`src/hw/ufc_link_pkg.sv`:
```
`default_nettype none

// framing constants of the Aurora user flow control channel
package ufc_link_pkg;

   // width of the UFC message size field
   localparam int UFC_MS_WIDTH = 8;

   // size code is the byte count minus one
   // 7 means eight bytes, so one 64 bit word per message
   localparam logic [UFC_MS_WIDTH-1:0] UFC_MS_ONE_WORD = 8'd7;

endpackage

`default_nettype wire

```
`src/hw/bridge_reg_pkg.sv`:
```
`default_nettype none

package bridge_reg_pkg;

   localparam int REG_ADDR_WIDTH = 2;
   typedef logic [REG_ADDR_WIDTH-1:0] reg_addr_t;

   localparam int REG_WORD_WIDTH = 32;
   typedef logic [REG_WORD_WIDTH-1:0] reg_word_t;

   // register map
   localparam reg_addr_t REG_STATUS        = 2'd0;
   localparam reg_addr_t REG_TX_MSG_COUNT  = 2'd1;
   localparam reg_addr_t REG_RX_WORD_COUNT = 2'd2;
   localparam reg_addr_t REG_CONTROL       = 2'd3;

   // status bits
   localparam int STATUS_ERR_BIT      = 0;
   localparam int STATUS_RX_EMPTY_BIT = 1;
   localparam int STATUS_TX_EMPTY_BIT = 2;

   localparam int CTRL_CLEAR_BIT = 0; // write 1 clears both counters

endpackage

`default_nettype wire

```
`src/hw/ufc_bridge_if.sv`:
```
`timescale 1ns/1ps
`default_nettype none

// one side of a FIFO, as seen by whoever pushes, pops or stores
interface fifo_port_if #(
   parameter int FIFO_DATA_WIDTH = 32
);
   logic [FIFO_DATA_WIDTH-1:0] wdata;
   logic                       wren;
   logic                       full;
   logic [FIFO_DATA_WIDTH-1:0] q;     // head word, valid while empty is low
   logic                       rden;  // pops the head word at the edge
   logic                       empty;

   modport producer (
      output wdata, wren,
      input  full
   );

   modport consumer (
      input  q, empty,
      output rden
   );

   modport store (
      input  wdata, wren, rden,
      output full, q, empty
   );
endinterface

// transmit half of the UFC channel
interface ufc_tx_if #(
   parameter int AURORA_DATA_WIDTH = 64
);
   logic                                 req;    // one cycle pulse
   logic [ufc_link_pkg::UFC_MS_WIDTH-1:0] ms;
   logic [AURORA_DATA_WIDTH-1:0]         tdata;
   logic                                 tvalid; // held until tready
   logic                                 tready;

   modport source (output req, ms, tdata, tvalid, input tready);
   modport sink   (input req, ms, tdata, tvalid, output tready);
endinterface

`default_nettype wire

```
`src/hw/sync_fifo.sv`:
```
`timescale 1ns/1ps
`default_nettype none

// single clock FIFO, head word shows on q without a read
module sync_fifo #(
   parameter int FIFO_DATA_WIDTH = 32,
   parameter int FIFO_DEPTH_LOG2 = 4
) (
   input  wire           AURORA_USER_CLK,
   input  wire           RESET,
   fifo_port_if.store    port
);

   localparam int DEPTH = 1 << FIFO_DEPTH_LOG2;

   logic [FIFO_DATA_WIDTH-1:0] mem [DEPTH];

   logic [FIFO_DEPTH_LOG2-1:0] wr_ptr;
   logic [FIFO_DEPTH_LOG2-1:0] rd_ptr;
   logic [FIFO_DEPTH_LOG2:0]   count;   // one extra bit to tell full from empty

   logic do_write;
   logic do_read;

   // a write into a full FIFO is lost, a read of an empty one does nothing
   assign do_write = port.wren && !port.full;
   assign do_read  = port.rden && !port.empty;

   assign port.full  = (count == DEPTH[FIFO_DEPTH_LOG2:0]);
   assign port.empty = (count == '0);
   assign port.q     = mem[rd_ptr];

   always_ff @(posedge AURORA_USER_CLK) begin
      if (do_write) begin
         mem[wr_ptr] <= port.wdata;
      end
   end

   always_ff @(posedge AURORA_USER_CLK or posedge RESET) begin
      if (RESET) begin
         wr_ptr <= '0;
         rd_ptr <= '0;
         count  <= '0;
      end else begin
         if (do_write) begin
            wr_ptr <= wr_ptr + 1'b1; // wraps with the power of two depth
         end
         if (do_read) begin
            rd_ptr <= rd_ptr + 1'b1;
         end
         case ({do_write, do_read})
            2'b10: begin
               count <= count + 1'b1;
            end
            2'b01: begin
               count <= count - 1'b1;
            end
            default: begin
               count <= count; // push and pop together leave it as is
            end
         endcase
      end
   end

endmodule

`default_nettype wire

```
`src/hw/fifo_over_ufc.sv`:
```
`timescale 1ns/1ps
`default_nettype none

module fifo_over_ufc #(
   parameter int FIFO_DATA_WIDTH   = 32,
   parameter int AURORA_DATA_WIDTH = 64
) (
   input  wire                         AURORA_USER_CLK,
   input  wire                         RESET,
   ufc_tx_if.source                    ufc_tx,
   input  wire [AURORA_DATA_WIDTH-1:0] rx_tdata,
   input  wire                         rx_tvalid,
   fifo_port_if.consumer               tx_fifo,
   fifo_port_if.producer               rx_fifo,
   output logic                        err
);

   localparam logic [1:0] IDLE       = 2'd0;
   localparam logic [1:0] REQUEST    = 2'd1;
   localparam logic [1:0] WAIT_READY = 2'd2;
   localparam logic [1:0] RELEASE    = 2'd3;

   logic [1:0] state;

   // every message carries exactly one word
   assign ufc_tx.ms = ufc_link_pkg::UFC_MS_ONE_WORD;

   // head word stays put until the pop, so tdata is stable under tvalid
   assign ufc_tx.tdata = {{(AURORA_DATA_WIDTH-FIFO_DATA_WIDTH){1'b0}}, tx_fifo.q};

   // transmit side, one FIFO word per UFC message
   always_ff @(posedge AURORA_USER_CLK or posedge RESET) begin
      if (RESET) begin
         state         <= IDLE;
         ufc_tx.req    <= 1'b0;
         ufc_tx.tvalid <= 1'b0;
         tx_fifo.rden  <= 1'b0;
      end else begin
         ufc_tx.req    <= 1'b0; // strobes default low
         ufc_tx.tvalid <= 1'b0;
         tx_fifo.rden  <= 1'b0;
         case (state)
            IDLE: begin
               if (!tx_fifo.empty) begin
                  ufc_tx.req <= 1'b1;
                  state      <= REQUEST;
               end
            end
            REQUEST: begin
               ufc_tx.tvalid <= 1'b1; // data follows the request by one cycle
               state         <= WAIT_READY;
            end
            WAIT_READY: begin
               if (ufc_tx.tready) begin
                  tx_fifo.rden <= 1'b1; // word accepted, drop it from the FIFO
                  state        <= RELEASE;
               end else begin
                  ufc_tx.tvalid <= 1'b1;
               end
            end
            RELEASE: begin
               // empty is not up to date until the pop has landed
               state <= IDLE;
            end
            default: begin
               state <= IDLE;
            end
         endcase
      end
   end

   // receive side has no back-pressure
   assign rx_fifo.wdata = rx_tdata[FIFO_DATA_WIDTH-1:0];
   assign rx_fifo.wren  = rx_tvalid;

   // overflow flag, only RESET clears it
   always_ff @(posedge AURORA_USER_CLK or posedge RESET) begin
      if (RESET) begin
         err <= 1'b0;
      end else if (rx_fifo.full) begin
         err <= 1'b1;
      end
   end

endmodule

`default_nettype wire

```
`src/hw/ufc_bridge_regs.sv`:
```
`timescale 1ns/1ps
`default_nettype none

module ufc_bridge_regs (
   input  wire                       AURORA_USER_CLK,
   input  wire                       RESET,
   input  wire                       reg_wr,
   input  wire                       reg_rd,
   input  bridge_reg_pkg::reg_addr_t reg_addr,
   input  bridge_reg_pkg::reg_word_t reg_wdata,
   output bridge_reg_pkg::reg_word_t reg_rdata,
   input  wire                       err,
   input  wire                       tx_msg_done,     // tx FIFO pop, one per message
   input  wire                       rx_word_written, // rx FIFO write strobe
   input  wire                       rx_empty,
   input  wire                       tx_empty
);

   bridge_reg_pkg::reg_word_t tx_msg_count;
   bridge_reg_pkg::reg_word_t rx_word_count;
   bridge_reg_pkg::reg_word_t status;
   bridge_reg_pkg::reg_word_t rd_mux;

   logic clear_counts;

   assign clear_counts = reg_wr && (reg_addr == bridge_reg_pkg::REG_CONTROL)
                         && reg_wdata[bridge_reg_pkg::CTRL_CLEAR_BIT];

   // counters saturate at all ones, clear wins over a count
   always_ff @(posedge AURORA_USER_CLK or posedge RESET) begin
      if (RESET) begin
         tx_msg_count  <= '0;
         rx_word_count <= '0;
      end else if (clear_counts) begin
         tx_msg_count  <= '0;
         rx_word_count <= '0;
      end else begin
         if (tx_msg_done && (tx_msg_count != '1)) begin
            tx_msg_count <= tx_msg_count + 1'b1;
         end
         if (rx_word_written && (rx_word_count != '1)) begin
            rx_word_count <= rx_word_count + 1'b1;
         end
      end
   end

   always_comb begin
      status = '0;
      status[bridge_reg_pkg::STATUS_ERR_BIT]      = err;
      status[bridge_reg_pkg::STATUS_RX_EMPTY_BIT] = rx_empty;
      status[bridge_reg_pkg::STATUS_TX_EMPTY_BIT] = tx_empty;
   end

   always_comb begin
      case (reg_addr)
         bridge_reg_pkg::REG_STATUS: begin
            rd_mux = status;
         end
         bridge_reg_pkg::REG_TX_MSG_COUNT: begin
            rd_mux = tx_msg_count;
         end
         bridge_reg_pkg::REG_RX_WORD_COUNT: begin
            rd_mux = rx_word_count;
         end
         default: begin
            rd_mux = '0; // control reads back as zero
         end
      endcase
   end

   // read data lands one cycle after reg_rd and holds
   always_ff @(posedge AURORA_USER_CLK or posedge RESET) begin
      if (RESET) begin
         reg_rdata <= '0;
      end else if (reg_rd) begin
         reg_rdata <= rd_mux;
      end
   end

endmodule

`default_nettype wire

```
`src/hw/ufc_bridge_top.sv`:
```
`timescale 1ns/1ps
`default_nettype none

module ufc_bridge_top #(
   parameter int FIFO_DATA_WIDTH   = 32,
   parameter int AURORA_DATA_WIDTH = 64,
   parameter int FIFO_DEPTH_LOG2   = 4
) (
   input  wire                                   AURORA_USER_CLK,
   input  wire                                   RESET,
   // host transmit side
   input  wire  [FIFO_DATA_WIDTH-1:0]            host_tx_data,
   input  wire                                   host_tx_wr,
   output logic                                  host_tx_full,
   // host receive side
   output logic [FIFO_DATA_WIDTH-1:0]            host_rx_data,
   input  wire                                   host_rx_rd,
   output logic                                  host_rx_empty,
   // UFC transmit
   output logic                                  aurora_tx_req,
   output logic [ufc_link_pkg::UFC_MS_WIDTH-1:0] aurora_tx_ms,
   input  wire                                   aurora_tx_tready,
   output logic [AURORA_DATA_WIDTH-1:0]          aurora_tx_tdata,
   output logic                                  aurora_tx_tvalid,
   // link receive
   input  wire  [AURORA_DATA_WIDTH-1:0]          aurora_rx_tdata,
   input  wire                                   aurora_rx_tvalid,
   // register access
   input  wire                                   reg_wr,
   input  wire                                   reg_rd,
   input  bridge_reg_pkg::reg_addr_t             reg_addr,
   input  bridge_reg_pkg::reg_word_t             reg_wdata,
   output bridge_reg_pkg::reg_word_t             reg_rdata
);

   fifo_port_if #(.FIFO_DATA_WIDTH(FIFO_DATA_WIDTH)) tx_fifo_port ();
   fifo_port_if #(.FIFO_DATA_WIDTH(FIFO_DATA_WIDTH)) rx_fifo_port ();
   ufc_tx_if #(.AURORA_DATA_WIDTH(AURORA_DATA_WIDTH)) ufc_tx ();

   logic err;

   // host side of both FIFOs
   assign tx_fifo_port.wdata = host_tx_data;
   assign tx_fifo_port.wren  = host_tx_wr;
   assign host_tx_full       = tx_fifo_port.full;
   assign host_rx_data       = rx_fifo_port.q;
   assign rx_fifo_port.rden  = host_rx_rd;
   assign host_rx_empty      = rx_fifo_port.empty;

   // UFC transmit out to plain ports
   assign aurora_tx_req    = ufc_tx.req;
   assign aurora_tx_ms     = ufc_tx.ms;
   assign aurora_tx_tdata  = ufc_tx.tdata;
   assign aurora_tx_tvalid = ufc_tx.tvalid;
   assign ufc_tx.tready    = aurora_tx_tready;

   sync_fifo #(
      .FIFO_DATA_WIDTH (FIFO_DATA_WIDTH),
      .FIFO_DEPTH_LOG2 (FIFO_DEPTH_LOG2)
   ) tx_fifo (
      .AURORA_USER_CLK (AURORA_USER_CLK),
      .RESET           (RESET),
      .port            (tx_fifo_port)
   );

   sync_fifo #(
      .FIFO_DATA_WIDTH (FIFO_DATA_WIDTH),
      .FIFO_DEPTH_LOG2 (FIFO_DEPTH_LOG2)
   ) rx_fifo (
      .AURORA_USER_CLK (AURORA_USER_CLK),
      .RESET           (RESET),
      .port            (rx_fifo_port)
   );

   fifo_over_ufc #(
      .FIFO_DATA_WIDTH   (FIFO_DATA_WIDTH),
      .AURORA_DATA_WIDTH (AURORA_DATA_WIDTH)
   ) bridge (
      .AURORA_USER_CLK (AURORA_USER_CLK),
      .RESET           (RESET),
      .ufc_tx          (ufc_tx),
      .rx_tdata        (aurora_rx_tdata),
      .rx_tvalid       (aurora_rx_tvalid),
      .tx_fifo         (tx_fifo_port),
      .rx_fifo         (rx_fifo_port),
      .err             (err)
   );

   ufc_bridge_regs regs (
      .AURORA_USER_CLK (AURORA_USER_CLK),
      .RESET           (RESET),
      .reg_wr          (reg_wr),
      .reg_rd          (reg_rd),
      .reg_addr        (reg_addr),
      .reg_wdata       (reg_wdata),
      .reg_rdata       (reg_rdata),
      .err             (err),
      .tx_msg_done     (tx_fifo_port.rden),  // one pop per accepted message
      .rx_word_written (rx_fifo_port.wren),
      .rx_empty        (rx_fifo_port.empty),
      .tx_empty        (tx_fifo_port.empty)
   );

endmodule

`default_nettype wire

```
`config.mk`:
```
export PLATFORM = sky130hd
export DESIGN_NAME = ufc_bridge_top
export DESIGN_NICKNAME = d
export VERILOG_FILES = /design/src/hw/ufc_link_pkg.sv /design/src/hw/bridge_reg_pkg.sv /design/src/hw/ufc_bridge_if.sv /design/src/hw/sync_fifo.sv /design/src/hw/fifo_over_ufc.sv /design/src/hw/ufc_bridge_regs.sv /design/src/hw/ufc_bridge_top.sv
export SDC_FILE = /design/constraint.sdc
export NUM_CORES = 1
export LEC_CHECK = 0
export BUFFER_PORTS_ARGS = -buffer_cell sky130_fd_sc_hd__buf_2
export CAP_MARGIN = 15
export CORE_MARGIN = 1
export CORE_UTILIZATION = 35
export DETAILED_ROUTE_END_ITERATION = 10
export GPL_TIMING_DRIVEN = 0
export HOLD_SLACK_MARGIN = 0.02
export SYNTH_ARGS = -nofsm -noshare
export SYNTH_HDL_FRONTEND = slang
export SYNTH_HIERARCHICAL = 1
export SYNTH_SLANG_ARGS = --single-unit
```
`constraint.sdc`:
```
create_clock -name AURORA_USER_CLK -period 4.35 [get_ports AURORA_USER_CLK]
set_input_delay 0.6525 -clock AURORA_USER_CLK [delete_from_list [all_inputs] [get_ports AURORA_USER_CLK]]
set_output_delay 0.6525 -clock AURORA_USER_CLK [all_outputs]
set_load 0.05 [all_outputs]
```
==> results of run 1 <==
-- worst max path at each step --
| stage | startpoint | end | slack (ns) | depth (start not counted) |
|---|---|---|---|---|
| 3_5_place_dp | rx_fifo/rd_ptr[1] | host_rx_data[7] | 1.00 | 6 |
| 3_3_place_gp | tx_fifo/count[0] | tx_fifo/mem[3][23] | -2.92 | 6 |
| 2_1_floorplan | aurora_rx_tvalid | rx_fifo/mem[3][0] | 0.52 | 5 |
| 4_1_cts | rx_fifo/rd_ptr[1] | host_rx_data[7] | 0.19 | 6 |
| 5_1_grt | rx_fifo/rd_ptr[1] | host_rx_data[8] | 0.03 | 6 |
| 6_report | tx_fifo/rd_ptr[1] | aurora_tx_tdata[19] | 0.24 | 7 |
-- layout make-up --
cell class                 instances  area [um^2]
antenna                            3        7.507
buffer                           253         1729
clock buffer                     146         3037
clock inverter                    73        744.5
fill                           11990        78400
inverter                          33        126.4
multi-input combinational       1307        11610
sequential                      1152        33950
tap                             1768         2212
timing repair buffer             198         1643
-- what timing repair did --
action,CTS,global route
endpoints found under the hold margin,35,0
hold buffers,1,0
resized for setup,0,0
-- registers in the layout, indices dropped and copies added (netlist names), 5 cells and up --
signal,flops
regs/tx_msg_count,32
regs/rx_word_count,32
tx_fifo/mem,512
regs/reg_rdata,32
rx_fifo/count,5
tx_fifo/count,5
rx_fifo/mem,512
-- routing by layer --
metal / vias to the layer above / GRT usage / part of all wire
met4: 14 / 0.06001 / 0.029
met1: 13290 / 0.2321 / 0.44
met2: 801 / 0.2624 / 0.47
met5: - / 0 / 0.00090
li1: 11480 / - / -
met3: 173 / 0.03133 / 0.063
-- metrics by stage --
step	setup WS, ns	cell area (um^2)
after floorplan	0.5182	47190
after global placement	-2.922	50100
after detailed placement	1.002	51260
after CTS	0.1899	55050
after global routing	0.03288	55050
final	0.2353	55060
-- layout by cell type, fill, tap and decap left out, drive strengths merged, types with 13 or more instances in the layout --
master  instances
a21oi          79
a221oi        128
a22oi          93
and4           14
buf           391
clkbuf        205
clkinv         51
conb           40
dfrtp         128
edfxtp       1024
ha             25
inv            38
mux2i         271
mux4          128
nand2         117
nand2b         13
nand3          27
nand4          29
nor2           77
nor3           15
o21ai         101
or3            24
xnor2          18
-- worst register-to-register path, delay by kind of cell, from the launching register on --
kind,cells,cell delay [ns]
adders and majority gates,2,0.64
AOI/OAI and AO/OA,2,0.34
xor gates and xnor gates,1,0.13
DFF,1,0.42
and+or+nand+nor,5,1.35
buffers and inverters,1,0.24
-- power by group --
part	internal (W)	switching (W)	total [W]	leakage, nW
registers	0.0133	0.000416	0.0137	10.9
logic	0.00469	0.00904	0.0137	6.51
clock network	0.00562	0.00427	0.00989	1.83
total	0.0236	0.0137	0.0373	19.2
-- cell families after synthesis --
group	share of synthesized area
multiplexers	0.1204
AND/OR/NAND/NOR	0.04098
flip-flops	0.7216
adder cells (fa/ha/maj)	0.007499
other	0.0001596
AO/OA/AOI/OAI	0.06497
XOR/XNOR	0.005026
buffers and inverters	0.03938
==> run_results.csv, run 1 <==
group,metric,value,unit
setup_path,required,3.70,ns
clock_network,cts_buffers,116,
cells_and_area,drive_gt1_frac,0.2315,
floorplanning,coreArea,133500,um^2
placement,dp.cells,4710,
clock_network,cts_tree,"built",
floorplanning,rows,134,
grt,grt_usage,0.1673,
power,ir_worst_vdd,0.7912,mV
drt,drt_pass1_iterations,8,
floorplanning,die_w,368.6,um
setup_path,worst_path_most_repeated_cell,"buf_2",
drt,drc_errors,2,
status,outcome,"finished, violations left",
synthesis,synthCells,2707,
synthesis,synth_area_leader_cell,"edfxtp_1",
timing,final.setup_skew,0.05349,ns
timing,fin_crit,4.115,ns
synthesis,netlist_top_cells_count,"1024 x edfxtp_1, 271 x mux2i_1, 128 x a221oi_1, 128 x dfrtp_1, 120 x mux4_2",
grt,first_global_vias,25340,
timing,tightest_slew,1.072,ns
min_path,holdPathStages,1,
synthesis,yosysMostFrequentCell,"edfxtp_1",
synthesis,synth_edf_count,1024,
synthesis,synth_top_area_frac,0.6535,
drt,routed_wl,114800,um
floorplanning,initial_core_util,0.3525,
setup_path,timing.rr.end,"rx_fifo/count[4]",
clock_network,clock-sinks,1152,
job,cap_violations,0,
min_path,hp-class,"in2reg",
clock_network,cts_buffer_depth,3,
cells_and_area,area_growth,17.02,%
placement,dp_hpwl,74570,um
drt,drt_iter0_drc,2185,
setup_path,crit_type,"reg2out",
synthesis,ys_seq_elements,1152,
floorplanning,dieArea,135900,um^2
timing,slew_violations,0,
grt,overflow,0,
setup_path,startpoint_type,"flip-flop",
setup_path,arrival,3.46,ns
setup_path,reg2reg_setup_slack,1.13,ns
timing,clock.fmax,243.0,MHz
min_path,min_from,"aurora_rx_tdata[25]",
synthesis,ys_seq_area_frac,0.7216,
setup_path,rr_worst_depth,11,
setup_path,r2r-start,"rx_fifo/count[0]",
synthesis,yosysWarnings,6,
drt,ant_nets,0,
synthesis,synth-async-reset-ratio,0.1111,
clock_network,insertion_delay,0.74,ns
drt,vias,25750,
clock_network,cts_setup_buffers,0,
synthesis,synth_cell_type_count,71,
grt,grt_pass1_wl,168600,um
grt,grt_antenna_before_repair,14,
power,p_leak,19.25,nW
timing,finalHoldViolCount,0,
placement,io_buffers,139,
clock_network,clk_pin_slew_worst_paths,0.07,ns
setup_path,crit_path_max_fanout,10,
timing,min_period_over_period,0.9459,
setup_path,cpPeakStageDelay,0.82,ns
synthesis,synth.avg_cell_area,17.38,um^2
timing,slew_headroom,0.2857,
grt,grt_max_degree,68,
status,violations,"design-rule violations",
drt,wl_per_cell,23.28,um
cells_and_area,num-nets-final,3226,
setup_path,critical-path-slowest-cell,"clkbuf_1",
synthesis,syn_area,47050,um^2
placement,finalWeightedCongestion,0.8240,
timing,rsz0062_at_grt,"no",
synthesis,ys.flop_type,"edfxtp_1",
timing,holdWs,0.2082,ns
power,finalPower,0.03730,W
setup_path,path_cells,"buf_2 -> clkbuf_1 -> mux4_2 -> a22oi_1 -> nand2_1 -> buf_4 -> buf_2",
min_path,min_to,"rx_fifo/mem[11][25]",
floorplanning,io_pins,278,
floorplanning,chipHeight,368.6,um
setup_path,worst_setup_path_end_kind,"output port",
cells_and_area,layoutNonFillerInstCount,4933,
clock_network,cts_root_buf,"clkbuf_16",
synthesis,synth_area_leaders,"edfxtp_1 65%, dfrtp_1 6.8%, mux2i_1 5.8%",
cells_and_area,final_util,0.4126,
clock_network,htreeDepth,3,
setup_path,path_buf_inv,4,
setup_path,cp_top_family,"buffers and inverters",
drt,via_per_inst,5.221,
timing,tns,0,ns
power,powerDensity,677.4,nW/um^2
timing,setup_violations,0,
(Power assumes the default switching activity.)
==> run 2: changes to the inputs <==
SYNTH_HIERARCHICAL = not set   (was 1)
==> run 2 against run 1 <==
The run now ends clean. Largest power group unchanged. Via count decreased by 10%. Largest cell class unchanged. Cell area decreased by 1.8%. First-iteration DRC count increased by 18%. Sequential cell count unchanged. Cell count decreased by 10%. Clock skew increased by 0.0043 ns.
==> run_results.csv, run 2 <==
group,metric,value,unit
floorplanning,die_w,362.7,um
floorplanning,dieArea,131500,um^2
power,switching_share,0.3394,
synthesis,synth.avg_cell_area,20.59,um^2
drt,drc_errors,0,
synthesis,ys_seq_area_frac,0.7458,
power,pwr-share-comb,0.336,
clock_network,cts_root_buf,"clkbuf_16",
power,seq_power_share,0.377,
power,p_leak,17.87,nW
synthesis,yosysWarnings,0,
timing,clock.fmax,235.7,MHz
synthesis,netlist_top_cells_count,"1024 x edfxtp_1, 320 x mux4_2, 128 x dfrtp_1, 94 x nor2_1, 78 x clkbuf_1",
grt,first_global_vias,24120,
clock_network,htreeDepth,3,
synthesis,yosysMostFrequentCell,"edfxtp_1",
grt,grt_max_degree,72,
placement,dp_hpwl,71750,um
synthesis,ys_seq_elements,1152,
synthesis,synth_cell_type_count,62,
setup_path,startpoint_type,"flip-flop",
drt,routed_wl,108600,um
placement,io_buffers,172,
power,switchingPower,0.01229,W
synthesis,synth-async-reset-ratio,0.1111,
synthesis,syn_area,45520,um^2
timing,final.setup_skew,0.05784,ns
timing,min_period_over_period,0.9752,
synthesis,synth_edf_count,1024,
setup_path,worst_setup_path_end_kind,"output port",
power,ir_worst_vdd,0.6904,mV
cells_and_area,largest_registers,"rx_fifo.mem: 512 flops, tx_fifo.mem: 512 flops",
power,power.internal,0.02391,W
timing,slew_headroom,0.2565,
drt,via_per_inst,5.219,
grt,overflow,0,
cells_and_area,register_area,33950,um^2
clock_network,cts_tree,"built",
cells_and_area,fillers,11100,
floorplanning,initial_core_util,0.3547,
drt,drt_pass1_iterations,5,
timing,fin_crit,4.242,ns
floorplanning,coreArea,128300,um^2
placement,dp.cells,4212,
cells_and_area,drive_gt1_frac,0.3192,
status,outcome,"finished, final reports clean",
cells_and_area,final_cell_mix,"1024 x edfxtp_1, 320 x mux4_2, 188 x buf_2",
timing,slew_violations,0,
clock_network,clock-sinks,1152,
cells_and_area,area_growth,18.79,%
clock_network,cts_buffer_depth,3,
timing,setup_violations,0,
cells_and_area,multiInputGateArea,11070,um^2
setup_path,arrival,3.59,ns
timing,finalHoldViolCount,0,
clock_network,insertion_delay,0.74,ns
drt,drt_iter0_drc,2582,
floorplanning,chipHeight,362.7,um
cells_and_area,num-nets-final,2768,
synthesis,synth_area_leaders,"edfxtp_1 68%, mux4_2 16%, dfrtp_1 7.0%",
cells_and_area,fin_area,54080,um^2
setup_path,crit_path_max_fanout,10,
power,p_clk_frac,0.287,
drt,ant_nets,0,
synthesis,synthCells,2211,
placement,finalWeightedCongestion,0.8435,
timing,setup_slack,0.1081,ns
drt,vias,23170,
grt,grt_usage,0.1658,
setup_path,crit_type,"reg2out",
cells_and_area,layout_commonest_cell,"edfxtp_1",
power,powerDensity,669.4,nW/um^2
placement,place_area,49960,um^2
placement,dp_slack,0.7249,ns
drt,wl_per_cell,24.46,um
synthesis,ys.flop_type,"edfxtp_1",
cells_and_area,layoutNonFillerInstCount,4439,
min_path,hp-class,"in2reg",
timing,tightest_slew,1.115,ns
floorplanning,io_pins,278,
clock_network,cts_buffers,116,
grt,grt_pass1_wl,159800,um
timing,rsz0062_at_grt,"yes",
synthesis,synth_top_area_frac,0.6754,
synthesis,synth_area_leader_cell,"edfxtp_1",
setup_path,required,3.70,ns
clock_network,cts_setup_buffers,0,
job,cap_violations,0,
clock_network,clk_pin_slew_worst_paths,0.06,ns
grt,grt_antenna_before_repair,17,
floorplanning,rows,131,
[run 2: cell families after synthesis]
kind of cell	Yosys count	synth area share
other	2	0.0001650
buffers and inverters	180	0.01902
adder cells (fa/ha/maj)	24	0.006596
multiplexers	327	0.1600
AND/OR/NAND/NOR	289	0.03271
AO/OA/AOI/OAI	186	0.02594
flip-flops	1152	0.7458
XOR/XNOR	51	0.009812
[run 2: final cells by class]
| class | instances | area share |
|---|---|---|
| Clock inverter | 76 | 0.01687 |
| Tap cell | 1729 | 0.04000 |
| Timing Repair Buffer | 239 | 0.03628 |
| Multi-Input combinational cell | 917 | 0.2047 |
| Antenna cell | 6 | 0.0002776 |
| Clock buffer | 140 | 0.05708 |
| Sequential cell | 1152 | 0.6278 |
| Buffer | 163 | 0.01573 |
| Inverter | 17 | 0.001272 |
[run 2: worst paths after layout]
check	from	endpoint	slack, ns	cells past startpoint
worst max-delay path	rx_fifo.rd_ptr[1]	host_rx_data[26]	0.11	5
worst min-delay path	aurora_tx_tready	bridge.tx_fifo.rden	0.15	2
worst max register to register	rx_fifo.count[1]	rx_fifo.count[4]	0.82	13
worst min register to register	bridge.err	bridge.err	0.47	1
max in group asynchronous	RESET	regs.tx_msg_count[8]	3.01	4
min in group asynchronous	RESET	rx_fifo.rd_ptr[3]	0.54	3
[run 2: metal layers]
layer / vias to the layer above / track usage / wire [um]
li1: 9863 / - / -
met1: 12280 / 0.2115 / 42900
met2: 824 / 0.2831 / 55390
met3: 177 / 0.03952 / 7833
met4: 20 / 0.04319 / 2319
met5: - / 0 / 112
[run 2: critical path, stage by stage (launching register included)]
cell	delay, ns
dfrtp_1	0.42
clkbuf_1	0.57
clkbuf_1	0.64
mux4_2	0.41
mux4_2	0.55
buf_2	0.24
[run 2: stage by stage]
stage	utilization	setup TNS, ns	total power [W]	hold WS [ns]
finish	0.4214	0	0.03620	0.1460
global route	0.4213	-0.02470	0.03758	0.1297
CTS	0.4205	0	0.03656	0.07652
detailed placement	0.3892	0	0.02618	0.4556
global placement	0.3794	-1605.20	0.02560	0.4759
floorplan	-	0	0.02233	0.4271
[run 2: power groups by stage]
stage               Clock [W]  Sequential, W  Combinational, W
floorplan                   0         0.0139           0.00839
global placement            0         0.0139            0.0117
detailed placement          0         0.0139            0.0123
CTS                    0.0106         0.0137            0.0123
global route           0.0110         0.0137            0.0129
finish                 0.0104         0.0137            0.0122
[run 2: timing repair]
action	4_1_cts	5_1_grt
hold buffers	1	0
gates resized for setup	4	28
endpoints found under the hold margin	43	0
endpoints found under the setup margin	30	24
